===== src/common/msadc_pkg.sv =====
// multi-slope adc shared definitions
// widths, register map, timing constants, sequencer states and bundled types
`default_nettype none

package msadc_pkg;

  ////////////////////////////////////////////////////////////////////////////
  // widths

  localparam int FRAME_BITS = 32;
  localparam int ADDR_BITS  = 8;
  localparam int WORD_BITS  = FRAME_BITS - ADDR_BITS;

  // register payload, always 24 bits on the wire
  typedef logic [WORD_BITS-1:0] word_t;
  // msb set means read only, the frame writes nothing
  typedef logic [ADDR_BITS-1:0] addr_t;
  typedef logic [WORD_BITS-1:0] count_t;

  // integrator switch select {sig, neg, pos}
  typedef logic [2:0] ref_sel_t;

  localparam ref_sel_t REF_IDLE = 3'b000;
  localparam ref_sel_t REF_POS  = 3'b001;
  localparam ref_sel_t REF_NEG  = 3'b010;

  ////////////////////////////////////////////////////////////////////////////
  // register map

  localparam addr_t ADDR_CTRL    = 8'd7;
  localparam addr_t ADDR_NPHASE  = 8'd8;
  localparam addr_t ADDR_UP      = 8'd9;
  localparam addr_t ADDR_DOWN    = 8'd10;
  // write here acts as soft reset, read gives the rundown count
  localparam addr_t ADDR_RUNDOWN = 8'd11;

  localparam word_t  CTRL_RESET   = 24'd0;
  localparam count_t NPHASE_RESET = 24'd20;

  ////////////////////////////////////////////////////////////////////////////
  // timing, all in clk cycles

  localparam count_t SETTLE_CYCLES = 24'd16;
  localparam count_t PHASE_CYCLES  = 24'd32;
  // give up on a comparator that never crosses
  localparam count_t RUNDOWN_MAX   = 24'd4095;

  typedef enum logic [1:0] {
    init,
    runup,
    rundown,
    done
  } seq_state_t;

  // results of one conversion
  typedef struct packed {
    count_t up;
    count_t down;
    count_t rundown;
  } conv_counts_t;

  // one-cycle write request from the serial port
  typedef struct packed {
    logic  valid;
    addr_t addr;
    word_t data;
  } reg_wr_t;

  // control register layout, upper bits read back as zero
  typedef struct packed {
    logic [WORD_BITS-5:0] rsvd;
    logic [2:0]           user;
    logic                 run_en;
  } ctrl_t;

endpackage

`default_nettype wire


===== src/cmp_sync.sv =====
// comparator synchronizer
// brings the comparator pin into the clk domain and flags zero crossings
`default_nettype none

module cmp_sync (
  input  logic clk,
  input  logic reset,
  input  logic cmp_in,
  output logic cmp_level,
  output logic cmp_cross
);

  // history, bit 0 is the newest sample
  logic [2:0] hist;

  always_ff @(posedge clk)
  begin
    if (reset)
    begin
      // all zero so the first samples after reset don't look like an edge
      hist <= '0;
    end
    else
    begin
      hist <= {hist[1:0], cmp_in};
    end
  end

  // oldest stage is the settled level
  assign cmp_level = hist[2];

  // either direction counts as a crossing
  assign cmp_cross = hist[2] ^ hist[1];

endmodule

`default_nettype wire


===== src/phase_counters.sv =====
// conversion counters
// counts run-up phases per direction and rundown cycles, latched at conversion end
`default_nettype none

module phase_counters (
  input  logic                    clk,
  input  logic                    reset,
  input  logic                    clear,
  input  logic                    phase_up,
  input  logic                    phase_down,
  input  logic                    rundown_tick,
  input  logic                    latch,
  output msadc_pkg::conv_counts_t counts
);

  // running values for the conversion in progress
  msadc_pkg::count_t up_cnt;
  msadc_pkg::count_t down_cnt;
  msadc_pkg::count_t rundown_cnt;

  always_ff @(posedge clk)
  begin
    if (reset || clear)
    begin
      up_cnt      <= '0;
      down_cnt    <= '0;
      rundown_cnt <= '0;
    end
    else
    begin
      // up means the negative ref was switched in for the next phase
      if (phase_up)
      begin
        up_cnt <= up_cnt + 1'b1;
      end
      if (phase_down)
      begin
        down_cnt <= down_cnt + 1'b1;
      end
      if (rundown_tick)
      begin
        rundown_cnt <= rundown_cnt + 1'b1;
      end
    end
  end

  ////////////////////////////////////////////////////////////////////////////
  // result copy, stable between conversions so reads never tear

  always_ff @(posedge clk)
  begin
    if (reset)
    begin
      counts <= '0;
    end
    else if (latch)
    begin
      counts.up      <= up_cnt;
      counts.down    <= down_cnt;
      counts.rundown <= rundown_cnt;
    end
  end

  // the sequencer picks one direction per phase end
  assert property (@(posedge clk) disable iff (reset)
    !(phase_up && phase_down));

endmodule

`default_nettype wire


===== src/msadc_sequencer.sv =====
// multi-slope conversion sequencer
// settle, fixed-length run-up phases, rundown to zero cross, then done with irq
`default_nettype none

module msadc_sequencer (
  input  logic                clk,
  input  logic                reset,
  input  logic                run_en,
  input  msadc_pkg::count_t   nphase,
  input  logic                cmp_level,
  input  logic                cmp_cross,
  output msadc_pkg::ref_sel_t ref_sel,
  output logic                irq,
  output logic                clear,
  output logic                phase_up,
  output logic                phase_down,
  output logic                rundown_tick,
  output logic                latch
);

  msadc_pkg::seq_state_t state;

  // clk cycles within the current state or phase
  msadc_pkg::count_t cyc_cnt;
  // run-up phases finished so far
  msadc_pkg::count_t phase_cnt;

  logic settle_end;
  logic phase_end;
  logic rundown_end;
  logic last_phase;

  ////////////////////////////////////////////////////////////////////////////
  // decode

  assign settle_end = (state == msadc_pkg::init) && run_en &&
                      (cyc_cnt == msadc_pkg::SETTLE_CYCLES - 1'b1);

  assign phase_end = (state == msadc_pkg::runup) &&
                     (cyc_cnt == msadc_pkg::PHASE_CYCLES - 1'b1);

  // >= so a zero nphase still gives a single phase instead of a hang
  assign last_phase = (msadc_pkg::count_t'(phase_cnt + 1'b1) >= nphase);

  // timeout covers a comparator stuck on one side
  assign rundown_end = (state == msadc_pkg::rundown) &&
                       (cmp_cross || (cyc_cnt == msadc_pkg::RUNDOWN_MAX - 1'b1));

  // counter strobes
  assign clear        = settle_end;
  assign phase_up     = phase_end && cmp_level;
  assign phase_down   = phase_end && !cmp_level;
  assign rundown_tick = (state == msadc_pkg::rundown);
  assign latch        = (state == msadc_pkg::done);
  assign irq          = (state == msadc_pkg::done);

  ////////////////////////////////////////////////////////////////////////////
  // state machine

  always_ff @(posedge clk)
  begin
    if (reset)
    begin
      state     <= msadc_pkg::init;
      cyc_cnt   <= '0;
      phase_cnt <= '0;
      ref_sel   <= msadc_pkg::REF_IDLE;
    end
    else
    begin
      case (state)
        msadc_pkg::init:
        begin
          if (!run_en)
          begin
            cyc_cnt <= '0;
          end
          else if (settle_end)
          begin
            state     <= msadc_pkg::runup;
            cyc_cnt   <= '0;
            phase_cnt <= '0;
            // first phase direction from the comparator, not counted
            ref_sel   <= cmp_level ? msadc_pkg::REF_NEG : msadc_pkg::REF_POS;
          end
          else
          begin
            cyc_cnt <= cyc_cnt + 1'b1;
          end
        end

        msadc_pkg::runup:
        begin
          if (phase_end)
          begin
            cyc_cnt   <= '0;
            phase_cnt <= phase_cnt + 1'b1;
            // integrator above zero, pull it down
            ref_sel   <= cmp_level ? msadc_pkg::REF_NEG : msadc_pkg::REF_POS;
            if (last_phase)
            begin
              // last select stays on for the rundown
              state <= msadc_pkg::rundown;
            end
          end
          else
          begin
            cyc_cnt <= cyc_cnt + 1'b1;
          end
        end

        msadc_pkg::rundown:
        begin
          if (rundown_end)
          begin
            state   <= msadc_pkg::done;
            cyc_cnt <= '0;
            ref_sel <= msadc_pkg::REF_IDLE;
          end
          else
          begin
            cyc_cnt <= cyc_cnt + 1'b1;
          end
        end

        msadc_pkg::done:
        begin
          state   <= msadc_pkg::init;
          cyc_cnt <= '0;
        end

        default:
        begin
          state <= msadc_pkg::init;
        end
      endcase
    end
  end

  // both refs at once would short the references
  assert property (@(posedge clk) disable iff (reset)
    !(ref_sel[0] && ref_sel[1]));

  assert property (@(posedge clk) disable iff (reset)
    irq |=> !irq);

endmodule

`default_nettype wire


===== src/spi_regs/spi_frame.sv =====
// serial slave framer
// oversampled sck, 8-bit address then 24-bit value, read reply after bit 8
`default_nettype none

module spi_frame (
  input  logic               clk,
  input  logic               reset,
  input  logic               sck,
  input  logic               cs_n,
  input  logic               sdi,
  output logic               sdo,
  output logic               rd_req,
  output msadc_pkg::addr_t   rd_addr,
  input  msadc_pkg::word_t   rd_data,
  output msadc_pkg::reg_wr_t wr
);

  // two-flop synchronizers plus one delayed copy for edges
  logic [1:0] sck_sync;
  logic [1:0] cs_sync;
  logic [1:0] sdi_sync;
  logic       sck_prev;
  logic       cs_prev;

  logic       cs_active;
  logic       sck_rise;
  logic       cs_rise;

  logic [msadc_pkg::FRAME_BITS-1:0] shift_in;
  msadc_pkg::word_t                 shift_out;
  // 0 to FRAME_BITS
  logic [5:0]                       bit_cnt;
  logic                             overrun;
  logic                             ld_reply;
  logic                             wr_valid;

  always_ff @(posedge clk)
  begin
    if (reset)
    begin
      sck_sync <= '0;
      cs_sync  <= '1;
      sdi_sync <= '0;
      sck_prev <= 1'b0;
      cs_prev  <= 1'b1;
    end
    else
    begin
      sck_sync <= {sck_sync[0], sck};
      cs_sync  <= {cs_sync[0], cs_n};
      sdi_sync <= {sdi_sync[0], sdi};
      sck_prev <= sck_sync[1];
      cs_prev  <= cs_sync[1];
    end
  end

  assign cs_active = !cs_sync[1];
  assign sck_rise  = cs_active && sck_sync[1] && !sck_prev;
  assign cs_rise   = cs_sync[1] && !cs_prev;

  ////////////////////////////////////////////////////////////////////////////
  // frame control

  always_ff @(posedge clk)
  begin
    if (reset)
    begin
      bit_cnt  <= '0;
      overrun  <= 1'b0;
      rd_req   <= 1'b0;
      ld_reply <= 1'b0;
      sdo      <= 1'b0;
      wr_valid <= 1'b0;
    end
    else
    begin
      rd_req   <= 1'b0;
      ld_reply <= rd_req;
      // full length write frame only, uses the count before it clears
      wr_valid <= cs_rise && (bit_cnt == msadc_pkg::FRAME_BITS) && !overrun &&
                  !shift_in[msadc_pkg::FRAME_BITS-1];
      if (!cs_active)
      begin
        bit_cnt <= '0;
        overrun <= 1'b0;
        sdo     <= 1'b0;
      end
      else if (sck_rise)
      begin
        // extra bits poison the frame instead of wrapping
        if (bit_cnt == msadc_pkg::FRAME_BITS)
        begin
          overrun <= 1'b1;
        end
        else
        begin
          bit_cnt <= bit_cnt + 1'b1;
        end
        // address complete with this bit
        if (bit_cnt == msadc_pkg::ADDR_BITS - 1)
        begin
          rd_req <= 1'b1;
        end
        // reply msb goes out on bit 9
        if ((bit_cnt >= msadc_pkg::ADDR_BITS) && (bit_cnt < msadc_pkg::FRAME_BITS))
        begin
          sdo <= shift_out[msadc_pkg::WORD_BITS-1];
        end
      end
    end
  end

  // data path
  always_ff @(posedge clk)
  begin
    if (sck_rise)
    begin
      shift_in <= {shift_in[msadc_pkg::FRAME_BITS-2:0], sdi_sync[1]};
      if (bit_cnt >= msadc_pkg::ADDR_BITS)
      begin
        shift_out <= shift_out << 1;
      end
    end
    if (ld_reply)
    begin
      shift_out <= rd_data;
    end
  end

  // read bit dropped so reads and writes share the map
  assign rd_addr = {1'b0, shift_in[msadc_pkg::ADDR_BITS-2:0]};

  // shift_in holds still between cs_n rising and the next frame
  assign wr = '{valid: wr_valid,
                addr:  shift_in[msadc_pkg::FRAME_BITS-1 -: msadc_pkg::ADDR_BITS],
                data:  shift_in[msadc_pkg::WORD_BITS-1:0]};

  assert property (@(posedge clk) disable iff (reset)
    bit_cnt <= msadc_pkg::FRAME_BITS);

endmodule

`default_nettype wire


===== src/spi_regs/reg_bank.sv =====
// adc register bank
// control and phase-count registers, soft reset, read mux with latched counts
`default_nettype none

module reg_bank (
  input  msadc_pkg::reg_wr_t      wr,
  input  logic                    clk,
  input  logic                    reset,
  input  logic                    rd_req,
  input  msadc_pkg::addr_t        rd_addr,
  output msadc_pkg::word_t        rd_data,
  input  msadc_pkg::conv_counts_t counts,
  output logic                    run_en,
  output msadc_pkg::count_t       nphase,
  output logic [2:0]              user_bits
);

  msadc_pkg::ctrl_t  ctrl_q;
  msadc_pkg::count_t nphase_q;

  always_ff @(posedge clk)
  begin
    if (reset)
    begin
      ctrl_q   <= msadc_pkg::ctrl_t'(msadc_pkg::CTRL_RESET);
      nphase_q <= msadc_pkg::NPHASE_RESET;
    end
    else if (wr.valid)
    begin
      case (wr.addr)
        msadc_pkg::ADDR_CTRL:
        begin
          // reserved bits stay zero
          ctrl_q <= '{rsvd: '0, user: wr.data[3:1], run_en: wr.data[0]};
        end
        msadc_pkg::ADDR_NPHASE:
        begin
          nphase_q <= wr.data;
        end
        msadc_pkg::ADDR_RUNDOWN:
        begin
          // soft reset, also drops run enable
          ctrl_q   <= msadc_pkg::ctrl_t'(msadc_pkg::CTRL_RESET);
          nphase_q <= msadc_pkg::NPHASE_RESET;
        end
        default:
        begin
        end
      endcase
    end
  end

  // reply one cycle after the request
  always_ff @(posedge clk)
  begin
    if (rd_req)
    begin
      case (rd_addr)
        msadc_pkg::ADDR_CTRL:    rd_data <= msadc_pkg::word_t'(ctrl_q);
        msadc_pkg::ADDR_NPHASE:  rd_data <= nphase_q;
        msadc_pkg::ADDR_UP:      rd_data <= counts.up;
        msadc_pkg::ADDR_DOWN:    rd_data <= counts.down;
        msadc_pkg::ADDR_RUNDOWN: rd_data <= counts.rundown;
        default:                 rd_data <= '0;
      endcase
    end
  end

  assign run_en    = ctrl_q.run_en;
  assign nphase    = nphase_q;
  assign user_bits = ctrl_q.user;

endmodule

`default_nettype wire


===== src/msadc_top.sv =====
// multi-slope adc controller top
// sequencer, comparator sync, counters and serial register port
`default_nettype none

module msadc_top (
  input  logic                clk,
  input  logic                reset,
  input  logic                cmp_in,
  input  logic                sck,
  input  logic                cs_n,
  input  logic                sdi,
  output logic                sdo,
  output msadc_pkg::ref_sel_t ref_sel,
  output logic                irq,
  output logic [2:0]          user_bits
);

  logic cmp_level;
  logic cmp_cross;

  // sequencer to counters
  logic clear;
  logic phase_up;
  logic phase_down;
  logic rundown_tick;
  logic latch;

  msadc_pkg::conv_counts_t counts;
  logic                    run_en;
  msadc_pkg::count_t       nphase;

  // serial port to registers
  msadc_pkg::reg_wr_t wr;
  logic               rd_req;
  msadc_pkg::addr_t   rd_addr;
  msadc_pkg::word_t   rd_data;

  ////////////////////////////////////////////////////////////////////////////
  // conversion path

  cmp_sync i_cmp_sync (
    .clk       (clk),
    .reset     (reset),
    .cmp_in    (cmp_in),
    .cmp_level (cmp_level),
    .cmp_cross (cmp_cross)
  );

  msadc_sequencer i_msadc_sequencer (
    .clk          (clk),
    .reset        (reset),
    .run_en       (run_en),
    .nphase       (nphase),
    .cmp_level    (cmp_level),
    .cmp_cross    (cmp_cross),
    .ref_sel      (ref_sel),
    .irq          (irq),
    .clear        (clear),
    .phase_up     (phase_up),
    .phase_down   (phase_down),
    .rundown_tick (rundown_tick),
    .latch        (latch)
  );

  phase_counters i_phase_counters (
    .clk          (clk),
    .reset        (reset),
    .clear        (clear),
    .phase_up     (phase_up),
    .phase_down   (phase_down),
    .rundown_tick (rundown_tick),
    .latch        (latch),
    .counts       (counts)
  );

  ////////////////////////////////////////////////////////////////////////////
  // register port

  spi_frame i_spi_frame (
    .clk     (clk),
    .reset   (reset),
    .sck     (sck),
    .cs_n    (cs_n),
    .sdi     (sdi),
    .sdo     (sdo),
    .rd_req  (rd_req),
    .rd_addr (rd_addr),
    .rd_data (rd_data),
    .wr      (wr)
  );

  reg_bank i_reg_bank (
    .clk       (clk),
    .reset     (reset),
    .wr        (wr),
    .rd_req    (rd_req),
    .rd_addr   (rd_addr),
    .rd_data   (rd_data),
    .counts    (counts),
    .run_en    (run_en),
    .nphase    (nphase),
    .user_bits (user_bits)
  );

endmodule

`default_nettype wire


===== config.mk =====
export PLATFORM = sky130hd
export DESIGN_NAME = msadc_top
export DESIGN_NICKNAME = d
export VERILOG_FILES = /design/src/common/msadc_pkg.sv /design/src/cmp_sync.sv /design/src/phase_counters.sv /design/src/msadc_sequencer.sv /design/src/spi_regs/spi_frame.sv /design/src/spi_regs/reg_bank.sv /design/src/msadc_top.sv
export SDC_FILE = /design/constraint.sdc
export NUM_CORES = 1
export LEC_CHECK = 0
export BUFFER_PORTS_ARGS = -buffer_cell sky130_fd_sc_hd__buf_2
export CAP_MARGIN = 20
export CORE_MARGIN = 2
export CORE_UTILIZATION = 45
export CTS_BUF_LIST = sky130_fd_sc_hd__clkbuf_4
export DETAILED_ROUTE_END_ITERATION = 10
export PLACE_DENSITY = 0.59
export SLEW_MARGIN = 20
export SYNTH_ARGS = -nofsm -noshare
export SYNTH_HDL_FRONTEND = slang
export SYNTH_SLANG_ARGS = --single-unit

===== constraint.sdc =====
create_clock -name clk -period 4.13 [get_ports clk]
set_clock_uncertainty 0.2 [all_clocks]
set_input_delay 0.826 -clock clk [delete_from_list [all_inputs] [get_ports clk]]
set_output_delay 0.826 -clock clk [all_outputs]
set_load 0.02 [all_outputs]

==> reports/qor.txt <==
Switching part of the total: 23.0%
Longest Clk Path Bufs: 3
WP data arrival: 3.88 ns
Vias in the first global route: 10185
Final Cycle Share: 82.6%
DRT Pass-1 Iters: 5
Crit-path cells: nand3_1 -> or3_1 -> nor2_1 -> nand3_1 -> xnor2_1 -> ha_1 -> a21o_1 -> a21oi_1 -> nor2b_1 -> nor3_1 -> a21oi_1 -> a211oi_1
Critical path type: flop to flop
Clock Latency Late Sink: 0.75 ns
Finished Core Util: 50.4%
Metal3 WL: 1570 um
Mapped cell area: 0.0147 mm2
Commonest cells after routing, fill and taps aside: dfxtp_1, nor2_1, clkbuf_4
Static leakage: 5.76 nW
Postcts setup bufs: 0
PortBufs: 12
CP endpoint kind: flop
CTS Buf Count: 88
Met2 WL post-DR: 14600 um
DR top layer: met4
Cts hold-fix bufs: 0
Max Clk Rate: 293 MHz
H-tree depth: 3
Number of clock sinks: 326
Die area: 0.0341 mm2
GRT Resource Usage Total: 20.1%
Yosys reg bits: 326
Sequential power share: 52.0%
Async set or reset register ratio after synthesis: 0%
Pre-CTS setup slack: 0.743 ns
Remaining antenna violation count: 0
Metal-1 WL: 16000 um
Syn-to-layout area delta: 11.1%
Clock power frac: 45.8%
Worst VDD drop: 0.175 mV
Initial drt markers: 596
Switching Power: 1.45 mW
Final Hold Viols: 0
Reg clk slew, reported paths: 0.08 ns
Status: finished, final reports clean
WL/cell: 16.6 um
Post-CTS Resized: 0
Final Max Tran Viols: 0
Worst setup margin: 0.717 ns
Residual DRC: 0
Worst-margin pin slew: 1.00 ns
Antenna violations before repair: 1
CP startpoint kind: flop
DP Area: 0.0152 mm2
First-pass GRT wire length: 53700 um
Final instance area: 0.0163 mm2
Seq/Total Area, Yosys: 49.9%
Starting density of the core: 45.4%
Main synth FF type: dfxtp_1
Most common cell after layout, fill and taps aside: dfxtp_1
CTS tree: built
Slew headroom: 32.7%
Ports: 14
Syn Nets: 1482
P_int: 4.84 mW
Period minus WS final: 3.41 ns
Root Buffer: clkbuf_4
Yosys cell types: 65
Maximum capacitance violations: 0
DP HPWL: 22200 um
Worst-path fanout max: 7
# rows: 66
Vias: 10525
Hold Path Class: input pin to flop
Via density: 5.26
RSZ-0062 raised after global routing: no
Max stage delay on crit path: 0.47 ns
Nets@finish: 1528
Largest net degree at the start of global routing: 81
Mean Syn Cell Area: 10.2 um2
Die width: 185 um
Placeable Area: 0.0324 mm2
Hold slack: 0.0707 ns
GPL Wtd Cong: 0.805
Grt ovf: 0
Crit-path slowest cell: or3_1
TNS Setup: 0 ns
Die span in y: 185 um
PD cells: 386 mW/mm2
Critical Path RT: 4.60 ns
Final setup viols: 0
Final wirelength: 33200 um
Combinational share of power: 2.1%
Synth Instances: 1440
Share of cells above drive strength 1: 16.6%
Post-synth EDFFs: 80
Syn. warnings: 0
==> critical path, delay by kind of cell, from the launching register on <==
kind,cells,cell delay [ns]
AOI/OAI and AO/OA,4,0.64
xor gates and xnor gates,1,0.17
adders and majority gates,1,0.30
DFF,1,0.44
and+or+nand+nor,6,1.59
==> logic make-up after synthesis <==
family	synth area share [%]
multiplexers	10.7
other	0.0255
XOR/XNOR	6.32
flip-flops	49.9
adder cells (fa/ha/maj)	3.07
AND/OR/NAND/NOR	20.7
buffers and inverters	3.40
AO/OA/AOI/OAI	5.90
==> final cells by class <==
type / instances / area [um2]
Antenna cell: 1 / 2.50
Clock buffer: 134 / 1010
Clock inverter: 27 / 130
Fill cell: 3066 / 16100
Inverter: 49 / 184
Multi-Input combinational cell: 991 / 6900
Sequential cell: 326 / 7330
Tap cell: 442 / 553
Timing Repair Buffer: 30 / 210
==> Yosys cell counts (all sizes together) (2+ instances only) <==
cell	count	area share (%)
mux2	25	1.9
nand3b	8	0.41
a21o	3	0.15
o22ai	7	0.30
xnor2	56	3.3
o31ai	4	0.24
and2	11	0.47
or4	4	0.26
o21ai	32	1.1
edfxtp	80	16
nor3	28	1.6
o21a	2	0.10
mux2i	84	5.7
and3	45	1.9
dfxtp	246	34
and4	10	0.60
mux4	20	3.1
xor2	50	3.0
nor2b	17	0.72
clkbuf	49	1.3
nor2	204	5.2
or2	3	0.13
a21oi	75	2.6
nand3	71	2.5
a22oi	6	0.31
nand4	34	1.5
a211oi	2	0.10
inv	49	1.3
nor3b	7	0.39
a22o	5	0.30
nor4	14	1.4
buf	25	0.89
a31oi	6	0.36
ha	36	3.1
or3	26	1.1
nand2	85	2.2
==> state kept, by name, summed over array words and instances, names as in the netlist, 6 cells and up <==
| register | count |
|---|---|
| i_msadc_sequencer.cyc_cnt | 24 |
| i_spi_frame.shift_out | 24 |
| i_phase_counters.up_cnt | 24 |
| i_phase_counters.down_cnt | 24 |
| i_reg_bank.nphase | 24 |
| i_spi_frame.shift_in | 32 |
| i_reg_bank.rd_data | 24 |
| i_phase_counters.rundown_cnt | 24 |
| i_msadc_sequencer.phase_cnt | 24 |
| i_spi_frame.bit_cnt | 6 |
| i_phase_counters.counts | 72 |
==> power by group through the flow <==
stage	combinational [mW]	clock (mW)	sequential (mW)
floorplan	0.0903	0	3.34
global placement	0.134	0	3.35
detailed placement	0.134	0	3.35
CTS	0.135	2.98	3.27
global route	0.147	3.15	3.27
finish	0.134	2.88	3.27
==> per-stage QoR <==
step           power [mW]  instances
2_1_floorplan        3.43       1440
4_1_cts              6.39       1999
3_5_place_dp         3.48       1838
6_report             6.29       2000
5_1_grt              6.57       2000
3_3_place_gp         3.48       1838
==> layer usage <==
metal	track usage [%]	vias up
met4	8.48	0
li1	-	5232
met1	27.6	4979
met5	0	-
met2	30.5	237
met3	4.37	77
==> final timing paths <==
| check | from | end | slack, ns | cells after the start |
|---|---|---|---|---|
| min | cs_n | i_spi_frame.cs_sync[0]$_SDFF_PP1_ | 0.07 | 2 |
| max | i_msadc_sequencer.phase_cnt[2]$_SDFFE_PP0P_ | i_msadc_sequencer.state[0]$_SDFFE_PP0P_ | 0.72 | 12 |
| min reg2reg | i_spi_frame.sdi_sync[1]$_SDFF_PP0_ | i_spi_frame.shift_in[0]$_DFFE_PP_ | 0.20 | 0 |
| max reg2reg | i_msadc_sequencer.phase_cnt[2]$_SDFFE_PP0P_ | i_msadc_sequencer.state[0]$_SDFFE_PP0P_ | 0.72 | 12 |
Note: power is estimated with default switching activity, not from simulation.
